[src/common/m_ext_pkg.sv]
package m_ext_pkg;

    // data path and register file widths.
    localparam int WORD_W     = 32;
    localparam int REG_ADDR_W = 5;

    // edges from input sample to result on the outputs.
    localparam int M_EXT_LATENCY = 5;

    // encoded as the funct3 field of the OP opcode with funct7 = 0000001.
    typedef enum logic [2:0] {
        MUL    = 3'b000,
        MULH   = 3'b001,
        MULHSU = 3'b010,
        MULHU  = 3'b011,
        DIV    = 3'b100,
        DIVU   = 3'b101,
        REM    = 3'b110,
        REMU   = 3'b111
    } m_ext_opcode_e;

endpackage
[src/m_ext/m_ext_decode.sv]
`timescale 1ns/1ps

module m_ext_decode #(
    parameter int WORD_W     = m_ext_pkg::WORD_W,
    parameter int REG_ADDR_W = m_ext_pkg::REG_ADDR_W
) (
    input  logic                      clk_i,
    input  logic                      rst_n_i,

    input  logic                      valid_i,
    input  m_ext_pkg::m_ext_opcode_e  opcode_i,
    input  logic                      rf_we_i,
    input  logic [REG_ADDR_W-1:0]     rf_waddr_i,
    input  logic [WORD_W-1:0]         src_a_i,
    input  logic [WORD_W-1:0]         src_b_i,

    output logic                      valid_o,
    output logic                      rf_we_o,
    output logic [REG_ADDR_W-1:0]     rf_waddr_o,
    output m_ext_pkg::m_ext_opcode_e  opcode_o,
    output logic [WORD_W-1:0]         src_a_o,
    output logic [WORD_W-1:0]         src_b_o,
    output logic                      a_signed_o,
    output logic                      b_signed_o,
    output logic                      is_div_o,
    output logic                      is_rem_o,
    output logic                      high_sel_o,
    output logic                      div_zero_o,
    output logic                      div_ovf_o
);

    logic a_signed_d;
    logic b_signed_d;
    logic is_div_d;
    logic is_rem_d;
    logic high_sel_d;
    logic div_zero_d;
    logic div_ovf_d;

    always_comb begin
        a_signed_d = 1'b0;
        b_signed_d = 1'b0;
        is_div_d   = 1'b0;
        is_rem_d   = 1'b0;
        high_sel_d = 1'b0;
        case (opcode_i)
            m_ext_pkg::MUL: begin
                a_signed_d = 1'b1;
                b_signed_d = 1'b1;
            end
            m_ext_pkg::MULH: begin
                a_signed_d = 1'b1;
                b_signed_d = 1'b1;
                high_sel_d = 1'b1;
            end
            m_ext_pkg::MULHSU: begin
                a_signed_d = 1'b1;
                high_sel_d = 1'b1;
            end
            m_ext_pkg::MULHU: high_sel_d = 1'b1;
            m_ext_pkg::DIV: begin
                a_signed_d = 1'b1;
                b_signed_d = 1'b1;
                is_div_d   = 1'b1;
            end
            m_ext_pkg::DIVU: is_div_d = 1'b1;
            m_ext_pkg::REM: begin
                a_signed_d = 1'b1;
                b_signed_d = 1'b1;
                is_rem_d   = 1'b1;
            end
            m_ext_pkg::REMU: is_rem_d = 1'b1;
            default: ;
        endcase

        div_zero_d = (is_div_d | is_rem_d) & (src_b_i == '0);
        // most negative dividend over -1.
        div_ovf_d  = (is_div_d | is_rem_d) & a_signed_d & (&src_b_i)
                   & (src_a_i == {1'b1, {(WORD_W-1){1'b0}}});
    end

    always_ff @(posedge clk_i or negedge rst_n_i) begin
        if (!rst_n_i) begin
            valid_o <= 1'b0;
            rf_we_o <= 1'b0;
        end else begin
            valid_o <= valid_i;
            rf_we_o <= valid_i & rf_we_i; // no write without valid.
        end
    end

    always_ff @(posedge clk_i) begin
        rf_waddr_o <= rf_waddr_i;
        opcode_o   <= opcode_i;
        src_a_o    <= src_a_i;
        src_b_o    <= src_b_i;
        a_signed_o <= a_signed_d;
        b_signed_o <= b_signed_d;
        is_div_o   <= is_div_d;
        is_rem_o   <= is_rem_d;
        high_sel_o <= high_sel_d;
        div_zero_o <= div_zero_d;
        div_ovf_o  <= div_ovf_d;
    end

endmodule

[config.mk]
export PLATFORM = sky130hd
export DESIGN_NAME = m_ext_decode
export DESIGN_NICKNAME = d
export VERILOG_FILES = /design/src/common/m_ext_pkg.sv /design/src/m_ext/m_ext_decode.sv
export SDC_FILE = /design/constraint.sdc
export NUM_CORES = 1
export LEC_CHECK = 0
export BUFFER_PORTS_ARGS = -buffer_cell sky130_fd_sc_hd__buf_2
export CAP_MARGIN = 20
export CORE_MARGIN = 5
export CORE_UTILIZATION = 34
export CTS_CLUSTER_SIZE = 8
export DETAILED_ROUTE_END_ITERATION = 10
export HOLD_SLACK_MARGIN = 0.12
export PLACE_DENSITY = 0.79
export SLEW_MARGIN = 20
export SYNTH_ARGS = -nofsm -noshare
export SYNTH_HDL_FRONTEND = slang
export SYNTH_SLANG_ARGS = --single-unit
[constraint.sdc]
create_clock -name clk_i -period 0.8 [get_ports clk_i]
set_input_delay 0.16 -clock clk_i [delete_from_list [all_inputs] [get_ports clk_i]]
set_output_delay 0.16 -clock clk_i [all_outputs]
set_load 0.05 [all_outputs]
==> impl_metrics.xml <==
<?xml version="1.0" encoding="UTF-8"?>
<metrics>
  <group name="final_layout">
    <metric name="share_of_layout_cells_above_drive_strength_1" unit="%">73.9</metric>
    <metric name="number_of_antenna_diodes" unit="">0</metric>
    <metric name="layout.cells.most_common" unit="">dfxtp_2</metric>
    <metric name="most-common-layout-cells" unit="">dfxtp_2, dlygate4sd3_1, buf_8</metric>
    <metric name="layout.filler_cells" unit="">185</metric>
    <metric name="register_area" unit="sq um">1730</metric>
    <metric name="final_core_util" unit="%">91.9</metric>
    <metric name="final_nets" unit="">477</metric>
    <metric name="areaGrowthSynthToFinish" unit="%">164</metric>
    <metric name="multi_input_comb_area" unit="sq um">434</metric>
    <metric name="final_instance_area" unit="sq um">5060</metric>
  </group>
  <group name="grt">
    <metric name="groute.usage.overall" unit="%">27.2</metric>
    <metric name="grt_antenna_before_repair" unit="">0</metric>
    <metric name="grt_pass1_vias" unit="">2653</metric>
    <metric name="grt.overflow.total" unit="">0</metric>
    <metric name="grt_pass1_wl" unit="mm">14.7</metric>
    <metric name="grt_start_max_net_pins" unit="">14</metric>
  </group>
  <group name="power_and_ir_drop">
    <metric name="power" unit="W">0.00975</metric>
    <metric name="cell_pwr_density" unit="nW/um^2">1930</metric>
    <metric name="static-leakage-power" unit="nW">2.27</metric>
    <metric name="peakVddDrop" unit="uV">1280</metric>
  </group>
  <group name="worst_setup_path">
    <metric name="critPathLaunchType" unit="">input port</metric>
    <metric name="arrival_worst_endpoint" unit="ps">1510</metric>
    <metric name="worstSetupEndpointType" unit="">register</metric>
    <metric name="worstPathRequired" unit="ps">1050</metric>
    <metric name="critical_path.max_fanout" unit="">2</metric>
    <metric name="path_class" unit="">in -&gt; reg</metric>
  </group>
  <group name="timing">
    <metric name="fin_hold_ws" unit="ps">126</metric>
    <metric name="min_period_over_period" unit="%">158</metric>
    <metric name="slew_headroom" unit="%">76.6</metric>
    <metric name="final-max-slew-violation-count" unit="">0</metric>
    <metric name="final_count_of_hold_timing_violations" unit="">0</metric>
    <metric name="finalWorstSetupSlack" unit="ps">-461</metric>
    <metric name="final_period_minus_worst_setup_slack" unit="ps">1260</metric>
    <metric name="final_tns_setup" unit="ps">-16370</metric>
    <metric name="rsz_0062_raised_after_global_routing" unit="">true</metric>
    <metric name="clock.fmax" unit="MHz">793</metric>
    <metric name="finalSetupViolations" unit="">84</metric>
    <metric name="tightestPinTransition" unit="ps">348</metric>
  </group>
  <group name="yosys">
    <metric name="postSynthNetCount" unit="">200</metric>
    <metric name="syn_area" unit="sq um">1920</metric>
    <metric name="ys_types" unit="">18</metric>
    <metric name="synth-seq-area-share" unit="%">85.2</metric>
    <metric name="ys_ff_latch" unit="">81</metric>
    <metric name="synthesis.instances" unit="">124</metric>
    <metric name="synth_warnings" unit="">0</metric>
    <metric name="synthesis.area_per_instance" unit="sq um">15.4</metric>
  </group>
  <group name="clock_tree">
    <metric name="clockBufferDepth" unit="">2</metric>
    <metric name="tritoncts_buffers" unit="">9</metric>
    <metric name="htreeDepth" unit="">3</metric>
    <metric name="tritoncts" unit="">yes</metric>
    <metric name="clock_input_transition_at_the_sequential_cells_of_the_worst_setup_and_hold_paths" unit="ps">80</metric>
    <metric name="postCtsSetupBuffers" unit="">0</metric>
    <metric name="numClockSinks" unit="">81</metric>
    <metric name="clock-root-buffer" unit="">clkbuf_8</metric>
  </group>
  <group name="routing">
    <metric name="drt_iter0_markers" unit="">31</metric>
    <metric name="drtAntennaViolNets" unit="">0</metric>
    <metric name="total_iterations_of_the_first_detailed_routing_run" unit="">4</metric>
    <metric name="detailroute.via_count" unit="">2264</metric>
    <metric name="detail_route.drc_violations" unit="">0</metric>
    <metric name="detail_route.wirelength" unit="mm">10.5</metric>
    <metric name="routed_wire_length_per_instance" unit="microns">22.0</metric>
    <metric name="post_drt_via_cell_ratio" unit="">4.74</metric>
  </group>
  <group name="status">
    <metric name="status" unit="">finished with violations</metric>
    <metric name="failing_checks" unit="">setup timing</metric>
  </group>
  <group name="place">
    <metric name="final_weighted_congestion_in_routability_driven_placement" unit="">0.820</metric>
    <metric name="detailed_place_hpwl" unit="mm">4.81</metric>
    <metric name="numPortBuffers" unit="">156</metric>
    <metric name="post_dp_cell_area" unit="sq um">3040</metric>
  </group>
  <group name="die">
    <metric name="die_w" unit="microns">85.1</metric>
    <metric name="num_io_pins" unit="">157</metric>
    <metric name="die-height" unit="microns">85.1</metric>
    <metric name="initial_core_util" unit="%">34.8</metric>
    <metric name="std_cell_rows" unit="">27</metric>
    <metric name="area_of_the_die" unit="sq um">7240</metric>
    <metric name="core_footprint" unit="sq um">5510</metric>
  </group>
  <group name="flow_run">
    <metric name="maxCapViolCount" unit="">0</metric>
  </group>
  <group name="worst_hold_path">
    <metric name="hold_path_class" unit="">in -&gt; reg</metric>
  </group>
</metrics>
## logic make-up (layout without fill, tap and decap cells)
logic type	after synthesis	after routing	synth area share [%]
multiplexers	1	1	0.523
buffers and inverters	0	282	0
flip-flops	81	81	85.2
AND/OR/NAND/NOR	41	41	14.0
AO/OA/AOI/OAI	1	1	0.261
## path summary, 6_finish.rpt
check / start / end / slack, ps / cells after the start
setup / recovery: src_a_i[7] / div_ovf_o$_DFF_P_ / -460 / 4
hold / removal: src_b_i[7] / div_zero_o$_DFF_P_ / 130 / 4
max in group asynchronous: rst_n_i / rf_we_o$_DFF_PN0_ / 560 / 2
min in group asynchronous: rst_n_i / valid_o$_DFF_PN0_ / 150 / 2
## flip-flops by register name, indices dropped and copies added, names as in the netlist, 3 cells and up
signal,flops
opcode_o,3
rf_waddr_o,5
src_a_o,32
src_b_o,32
## per-layer routing
layer | up-vias | routed length, microns | track usage (%)
li1 | 998 | - | -
met1 | 1091 | 3400 | 25.6
met2 | 149 | 5880 | 49.4
met3 | 26 | 931 | 11.6
met4 | 0 | 310 | 14.1
met5 | - | 0 | 0
## power breakdown
| part | switching (W) | leakage (nW) | total, W | internal (W) |
|---|---|---|---|---|
| Clock | 0.00152 | 0.102 | 0.00302 | 0.00151 |
| Combinational | 0.00120 | 1.47 | 0.00228 | 0.00108 |
| Sequential | 0.000159 | 0.692 | 0.00445 | 0.00429 |
| Total | 0.00287 | 2.27 | 0.00975 | 0.00688 |
## critical path, cell delays in order
cell and delay [ps]:
buf_6 90, or4_1 540, or4_4 570, nor4_4 150
## per-stage QoR
step                setup slack (ps)  std cells
finish                          -461        478
global route                    -514        478
CTS                             -306        478
detailed placement              -753        386
global placement                -750        386
floorplan                       -467        124
## synth_stat cells
cell,count,share of area (%)
nor4b_1,2,0.91
nor3_1,1,0.26
mux2i_1,1,0.52
nor2_1,3,0.59
nor4_2,2,1.3
nand4b_1,1,0.46
and2_1,2,0.65
nand4_1,9,2.9
dfrtp_1,2,2.6
or3_1,1,0.33
dfxtp_1,79,83
nand3_1,1,0.26
nor2b_1,2,0.65
nor4_1,11,3.6
nand2_1,2,0.39
or4_1,3,1.2
and4b_1,1,0.52
o21ai_0,1,0.26
## final cells by class
class	count	area share [%]
repair buffers	266	51.6
multi-input cells	43	8.58
flip-flops and latches	81	34.2
well taps	72	1.78
clock buffers	10	2.72
clock inverters	6	1.14
## repair_timing
item | CTS | global route
gates cloned | 0 | 0
resized for setup | 308 | 34
endpoints found under the setup margin | 83 | 87
hold buffers | 76 | 2
endpoints found under the hold margin | 83 | 3
pin swaps | 1 | 7
(Power assumes the default switching activity.)
