==> src/common/m_ext_pkg.sv <==
package m_ext_pkg;

    // data path and register file widths.
    localparam int WORD_W     = 32;
    localparam int REG_ADDR_W = 5;

    // edges from input sample to result on the outputs.
    localparam int M_EXT_LATENCY = 5;

    // encoded as the funct3 field of the OP opcode with funct7 = 0000001.
    typedef enum logic [2:0] {
        MUL    = 3'b000,
        MULH   = 3'b001,
        MULHSU = 3'b010,
        MULHU  = 3'b011,
        DIV    = 3'b100,
        DIVU   = 3'b101,
        REM    = 3'b110,
        REMU   = 3'b111
    } m_ext_opcode_e;

endpackage
==> src/m_ext/m_ext_delay.sv <==
`timescale 1ns/1ps

module m_ext_delay #(
    parameter int WORD_W     = m_ext_pkg::WORD_W,
    parameter int REG_ADDR_W = m_ext_pkg::REG_ADDR_W,
    parameter int DEPTH      = 3
) (
    input  logic                      clk_i,
    input  logic                      rst_n_i,

    input  logic                      valid_i,
    input  logic                      rf_we_i,
    input  logic [REG_ADDR_W-1:0]     rf_waddr_i,
    input  m_ext_pkg::m_ext_opcode_e  opcode_i,
    input  logic [WORD_W-1:0]         src_a_i,
    input  logic [WORD_W-1:0]         src_b_i,
    input  logic                      a_signed_i,
    input  logic                      b_signed_i,
    input  logic                      is_div_i,
    input  logic                      is_rem_i,
    input  logic                      high_sel_i,
    input  logic                      div_zero_i,
    input  logic                      div_ovf_i,

    output logic                      valid_o,
    output logic                      rf_we_o,
    output logic [REG_ADDR_W-1:0]     rf_waddr_o,
    output m_ext_pkg::m_ext_opcode_e  opcode_o,
    output logic [WORD_W-1:0]         src_a_o,
    output logic [WORD_W-1:0]         src_b_o,
    output logic                      a_signed_o,
    output logic                      b_signed_o,
    output logic                      is_div_o,
    output logic                      is_rem_o,
    output logic                      high_sel_o,
    output logic                      div_zero_o,
    output logic                      div_ovf_o,

    output logic                      valid_tap_o
);

    logic [DEPTH-1:0]         valid_q;
    logic [DEPTH-1:0]         we_q;
    logic [REG_ADDR_W-1:0]    waddr_q  [DEPTH];
    m_ext_pkg::m_ext_opcode_e opcode_q [DEPTH];
    logic [WORD_W-1:0]        src_a_q  [DEPTH];
    logic [WORD_W-1:0]        src_b_q  [DEPTH];
    logic [6:0]               flags_q  [DEPTH]; // decoded control bits.

    always_ff @(posedge clk_i or negedge rst_n_i) begin
        if (!rst_n_i) begin
            valid_q <= '0;
            we_q    <= '0;
        end else begin
            valid_q <= {valid_q[DEPTH-2:0], valid_i};
            we_q    <= {we_q[DEPTH-2:0], rf_we_i};
        end
    end

    always_ff @(posedge clk_i) begin
        waddr_q[0]  <= rf_waddr_i;
        opcode_q[0] <= opcode_i;
        src_a_q[0]  <= src_a_i;
        src_b_q[0]  <= src_b_i;
        flags_q[0]  <= {a_signed_i, b_signed_i, is_div_i, is_rem_i,
                        high_sel_i, div_zero_i, div_ovf_i};
        for (int i = 1; i < DEPTH; i++) begin
            waddr_q[i]  <= waddr_q[i-1];
            opcode_q[i] <= opcode_q[i-1];
            src_a_q[i]  <= src_a_q[i-1];
            src_b_q[i]  <= src_b_q[i-1];
            flags_q[i]  <= flags_q[i-1];
        end
    end

    assign valid_o    = valid_q[DEPTH-1];
    assign rf_we_o    = we_q[DEPTH-1];
    assign rf_waddr_o = waddr_q[DEPTH-1];
    assign opcode_o   = opcode_q[DEPTH-1];
    assign src_a_o    = src_a_q[DEPTH-1];
    assign src_b_o    = src_b_q[DEPTH-1];
    assign {a_signed_o, b_signed_o, is_div_o, is_rem_o,
            high_sel_o, div_zero_o, div_ovf_o} = flags_q[DEPTH-1];

    // second register is stage M3.
    assign valid_tap_o = valid_q[1];

endmodule

==> config.mk <==
export PLATFORM = sky130hd
export DESIGN_NAME = m_ext_delay
export DESIGN_NICKNAME = d
export VERILOG_FILES = /design/src/common/m_ext_pkg.sv /design/src/m_ext/m_ext_delay.sv
export SDC_FILE = /design/constraint.sdc
export NUM_CORES = 1
export LEC_CHECK = 0
export BUFFER_PORTS_ARGS = -buffer_cell sky130_fd_sc_hd__buf_2
export CORE_MARGIN = 3
export CORE_UTILIZATION = 44
export CTS_CLUSTER_SIZE = 24
export DETAILED_ROUTE_END_ITERATION = 8
export PLACE_DENSITY = 0.81
export RECOVER_POWER = 25
export SYNTH_ARGS = -nofsm -noshare
export SYNTH_HDL_FRONTEND = slang
export SYNTH_SLANG_ARGS = --single-unit
==> constraint.sdc <==
create_clock -name clk_i -period 0.8 [get_ports clk_i]
set_clock_uncertainty 0.1 [all_clocks]
set_input_delay 0.04 -clock clk_i [delete_from_list [all_inputs] [get_ports clk_i]]
set_output_delay 0.04 -clock clk_i [all_outputs]
set_load 0.03 [all_outputs]
==> results_dict.tcl, run 1 <==
set metrics [dict create \
    status "finished with violations" \
    violations "negative setup slack" \
    ir_worst_vdd_mv 1.893 \
    power.leakage_nw 3.616 \
    post_cts_buffers 0 \
    grt_setup_unrepaired "true" \
    grt_max_degree 17 \
    ys_warn_count 0 \
    nets 597 \
    max_cap_viol_count 0 \
    layout_common_cells "dfxtp_1 (158), dlygate4sd3_1 (83), buf_6 (82), buf_2 (80), dfxtp_2 (79)" \
    yosysSeqAreaShare_pct 90.06 \
    worst_setup_path_start_kind "register" \
    grt_pass1_wl_um 15210 \
    drive_gt1_share_pct 52.55 \
    setup_slack_ns -0.3523 \
    initial_core_util_pct 46.22 \
    tightest_slew_ns 0.1214 \
    area_growth_pct 49.79 \
    fmax_ghz 0.8678 \
    end_kind "output port" \
    ios 165 \
    synth_area_leader_cell "dfxtp_1" \
    clk_latency_ns 0.48 \
    dp_hpwl_um 5316 \
    min_path_type "in2reg" \
    overflow 0 \
    die_width_um 117.1 \
    cpMaxStageDelayCell "dfrtp_1" \
    crit_arrival_ns 1.01 \
    final_max_slew_viol_count 0 \
    avgRoutedWirePerCell_um 14.52 \
    synthTopCellsByArea "dfxtp_1 (87%), buf_4 (9.9%), dfrtp_1 (2.8%)" \
    portBuffers 164 \
    synth_top_area_share_pct 87.29 \
    fin_setup_tns_ns -21.80 \
    grt_usage_pct 14.57 \
    multiInputGateArea_um2 0 \
    detail_route.first_pass.iterations 4 \
    core_um2 11760 \
    cp.required_ns 0.66 \
    htreeDepth 1 \
    syn_area_per_cell_um2 17.25 \
    cp_top_family "flip-flops" \
    first_global_vias 3078 \
    cts_tree "done" \
    die_y_um 117.1 \
    slew_headroom_pct 91.91 \
    netlist_instances 315 \
    drc 0 \
    hold_violations 0 \
    syn_area_um2 5435 \
    layout_min_cycle_time_ns 1.152 \
    ff_latch_area_um2 4994 \
    crit_type "reg2out" \
    fin_util_pct 69.23 \
    rows 39 \
    cts_buffers 22 \
    antenna_found_initial 0 \
    vias 2635 \
    num-fill-cells 731 \
    setup_violations 82 \
    comb.multi_input.count 0 \
    final_common_cell "dfxtp_1" \
    p_per_area_nw_per_um2 3094 \
    drtIter0Drc 108 \
    root_buffer "clkbuf_16" \
    clkSinkCount 243 \
    gp_congestion 0.6090 \
    synth_seq_cells 243 \
    ant_nets 0 \
    critical_path_peak_fanout 2 \
    fin_crit_sh_pct 144.0 \
    crit_buf_inv 1 \
    synth_cell_types 3 \
    via_per_inst 3.802 \
    antenna_cells 0 \
    cts_buffer_depth 3 \
    die-area_um2 13720 \
    critPathMaxStageDelay_ns 0.39 \
    synth_nets 398 \
    cp_cell_sequence "buf_6" \
    routed_wl_um 10060 \
    clk_pin_slew_ns 0.06 \
]
[through the flow]
stage | setup slack [ns] | cells | hold WS, ns | total power [mW] | area (µm²)
2_1_floorplan | 0.06209 | 315 | -0.3556 | 13.85 | 5435
3_3_place_gp | 0.1209 | 571 | -0.2090 | 14.02 | 5921
3_5_place_dp | 0.1168 | 571 | -0.2102 | 14.06 | 5921
4_1_cts | -0.3776 | 693 | 0.07211 | 25.37 | 8140
5_1_grt | -0.4118 | 693 | 0.08141 | 26.10 | 8142
6_report | -0.3523 | 693 | 0.09038 | 25.19 | 8142
[what timing repair did]
action,in CTS,in global routing
resized for setup,243,1
hold buffers,83,0
endpoints found under the setup margin,82,88
hold endpoints to repair,87,0
[per-layer routing]
metal,vias up,routed length (µm),track usage (%)
met4,0,193,3.823
met1,1216,3440,13.82
met5,-,0,0
met2,117,5683,29.45
li1,1285,-,-
met3,17,746,4.679
[report_power, final]
group / leakage [nW] / switching (mW) / internal (mW)
sequential: 2.07 / 0.222 / 12.8
combinational: 1.16 / 0.667 / 0.802
clock: 0.383 / 4.06 / 6.64
[cells in the mapped netlist, drive strengths merged]
cell type,instances
dfrtp,6
dfxtp,237
buf,72
[registers in the layout (all words and copies together) (netlist names)]
register  count
we_q          3
opcode_q      9
src_b_q      96
waddr_q      15
src_a_q      96
valid_q       3
flags_q      21
[worst paths after layout]
path | from | endpoint | slack, ns | cells past startpoint
worst max register to register | we_q[0] | we_q[1] | 0.18 | 0
worst min register to register | flags_q[0][8] | flags_q[0][15] | 0.22 | 0
worst min-delay path | src_b_i[28] | src_b_q[0][28] | 0.09 | 2
worst max-delay path | valid_q[1] | valid_tap_o | -0.35 | 1
min in group asynchronous | rst_n_i | we_q[0] | 0.41 | 3
max in group asynchronous | rst_n_i | we_q[1] | 0.05 | 3
[area by class of cell]
cell class	count	area share, %
well taps	164	2.520
clock inverters	6	1.014
repair buffers	247	26.60
clock buffers	33	8.529
flip-flops and latches	243	61.33
[logic make-up after synthesis]
logic type | after synthesis | share of synthesized area [%]
flip-flops | 243 | 90.06
buffers and inverters | 72 | 9.945
Power figures use the tool's default switching activity.
==> run 2: changes to the inputs <==
Settings changed: BUFFER_PORTS_ARGS -buffer_cell sky130_fd_sc_hd__buf_2 to not set, CORE_UTILIZATION 44 to 50, DONT_BUFFER_PORTS set to 1, PLACE_DENSITY 0.81 to 0.76.
==> run 2 against run 1 <==
Compared with the run above:
- the run now fails in clock tree synthesis (4_1_cts)
- area after synthesis unchanged
- synthesized cell count unchanged
==> results_dict.tcl, run 2 <==
set metrics [dict create \
    synth_seq_cells 243 \
    cts_hold_buffers 101 \
    synthTopCellsByCount "dfxtp_1 (237), buf_4 (72), dfrtp_1 (6)" \
    root_buffer "clkbuf_8" \
    status "aborted with a tool error" \
    synth-edff-count 0 \
    yosysMostFrequentCell "dfxtp_1" \
    syn_area_um2 5435 \
    clkSinkCount 243 \
    rows 37 \
    initial_core_util_pct 51.95 \
    cts_buffer_depth 3 \
    htreeDepth 1 \
    die_y_um 110.3 \
    dp_cells 380 \
    cts_resized 160 \
    ios 165 \
    synth_area_leader_cell "dfxtp_1" \
    yosysSeqAreaShare_pct 90.06 \
    synth_ff_type "dfxtp_1" \
    synth_nets 398 \
    synthTopCellsByArea "dfxtp_1 (87%), buf_4 (9.9%), dfrtp_1 (2.8%)" \
    portBuffers 0 \
    firstError "[ERROR RSZ-0060] Max buffer count reached." \
    ys_warn_count 0 \
    synth_top_area_share_pct 87.29 \
    gp_congestion 0.6310 \
    synth_cell_types 3 \
    die_width_um 110.3 \
    cts_buffers 22 \
    async_reset_ff_share_pct 2.469 \
    post_cts_buffers 0 \
    netlist_instances 315 \
    syn_area_per_cell_um2 17.25 \
    lastStage "clock tree synthesis (4_1_cts)" \
]
-- run 2: cell counts after synthesis --
No cell type changed its count.
-- run 2: metrics by stage --
step | setup WS (ns) | instance area (µm²) | hold WS (ns)
after floorplan | 0.06209 | 5435 | -0.3556
after global placement | 0.1243 | 5085 | -0.3554
after detailed placement | 0.1172 | 5085 | -0.3554
-- run 2: logic make-up after synthesis --
| kind of cell | synth area share [%] |
|---|---|
| buffers and inverters | 9.945 |
| flip-flops | 90.06 |
==> run 3: changes to the inputs <==
Settings changed: CORE_UTILIZATION 50 to 35, CTS_CLUSTER_SIZE 24 to not set, PLACE_DENSITY 0.76 to not set, PLACE_DENSITY_LB_ADDON set to 0.15.
Clock period 0.8 ns to 1.04 ns, I/O delays scaled along.
==> run 3 against run 2 <==
Compared with the run above:
- the run again fails in clock tree synthesis (4_1_cts)
- area after synthesis unchanged
- synthesized cell count unchanged
==> results_dict.tcl, run 3 <==
set metrics [dict create \
    ys_warn_count 0 \
    synth_top_family_by_area "buffers and inverters" \
    die_y_um 130.6 \
    post_cts_buffers 0 \
    syn_area_per_cell_um2 17.25 \
    initial_core_util_pct 36.57 \
    ios 165 \
    cts_buffer_depth 3 \
    synth_cell_types 3 \
    lastStage "clock tree synthesis (4_1_cts)" \
    cts_hold_buffers 101 \
    synth_seq_cells 243 \
    synth_area_leader_cell "dfxtp_1" \
    async_reset_ff_share_pct 2.469 \
    gp_congestion 0.6367 \
    cts_buffers 24 \
    place_ws_ns 0.2829 \
    die_width_um 130.6 \
    status "aborted with a tool error" \
    synth-edff-count 0 \
    netlist_instances 315 \
    synth_ff_type "dfxtp_1" \
    root_buffer "clkbuf_16" \
    portBuffers 0 \
    synthAdderAreaFrac_pct 0 \
    synthTopCellsByCount "dfxtp_1 (237), buf_4 (72), dfrtp_1 (6)" \
    yosys.area_share.xor_xnor_pct 0 \
    yosysMostFrequentCell "dfxtp_1" \
    synth_nets 398 \
    synthSimpleGateAreaFrac_pct 0 \
    synthTopCellsByArea "dfxtp_1 (87%), buf_4 (9.9%), dfrtp_1 (2.8%)" \
    htreeDepth 1 \
    yosysSeqAreaShare_pct 90.06 \
    synth_compound_area_share_pct 0 \
    firstError "[ERROR RSZ-0060] Max buffer count reached." \
    dp_hpwl_um 4149 \
    clkSinkCount 243 \
    muxShareOfSynthArea_pct 0 \
    synth_top_area_share_pct 87.29 \
    syn_area_um2 5435 \
    cts_resized 161 \
    rows 44 \
]
==> run 3: cell counts after synthesis <==
Identical to the previous run, type by type.
==> run 3: cell families after synthesis <==
| group | after synthesis |
|---|---|
| buf+inv | 72 |
| flops | 243 |
==> run 3: through the flow <==
step | instances | cell area (µm²) | util (%)
after floorplan | 315 | 5435 | -
after global placement | 427 | 5125 | 34.48
after detailed placement | 427 | 5125 | 34.48
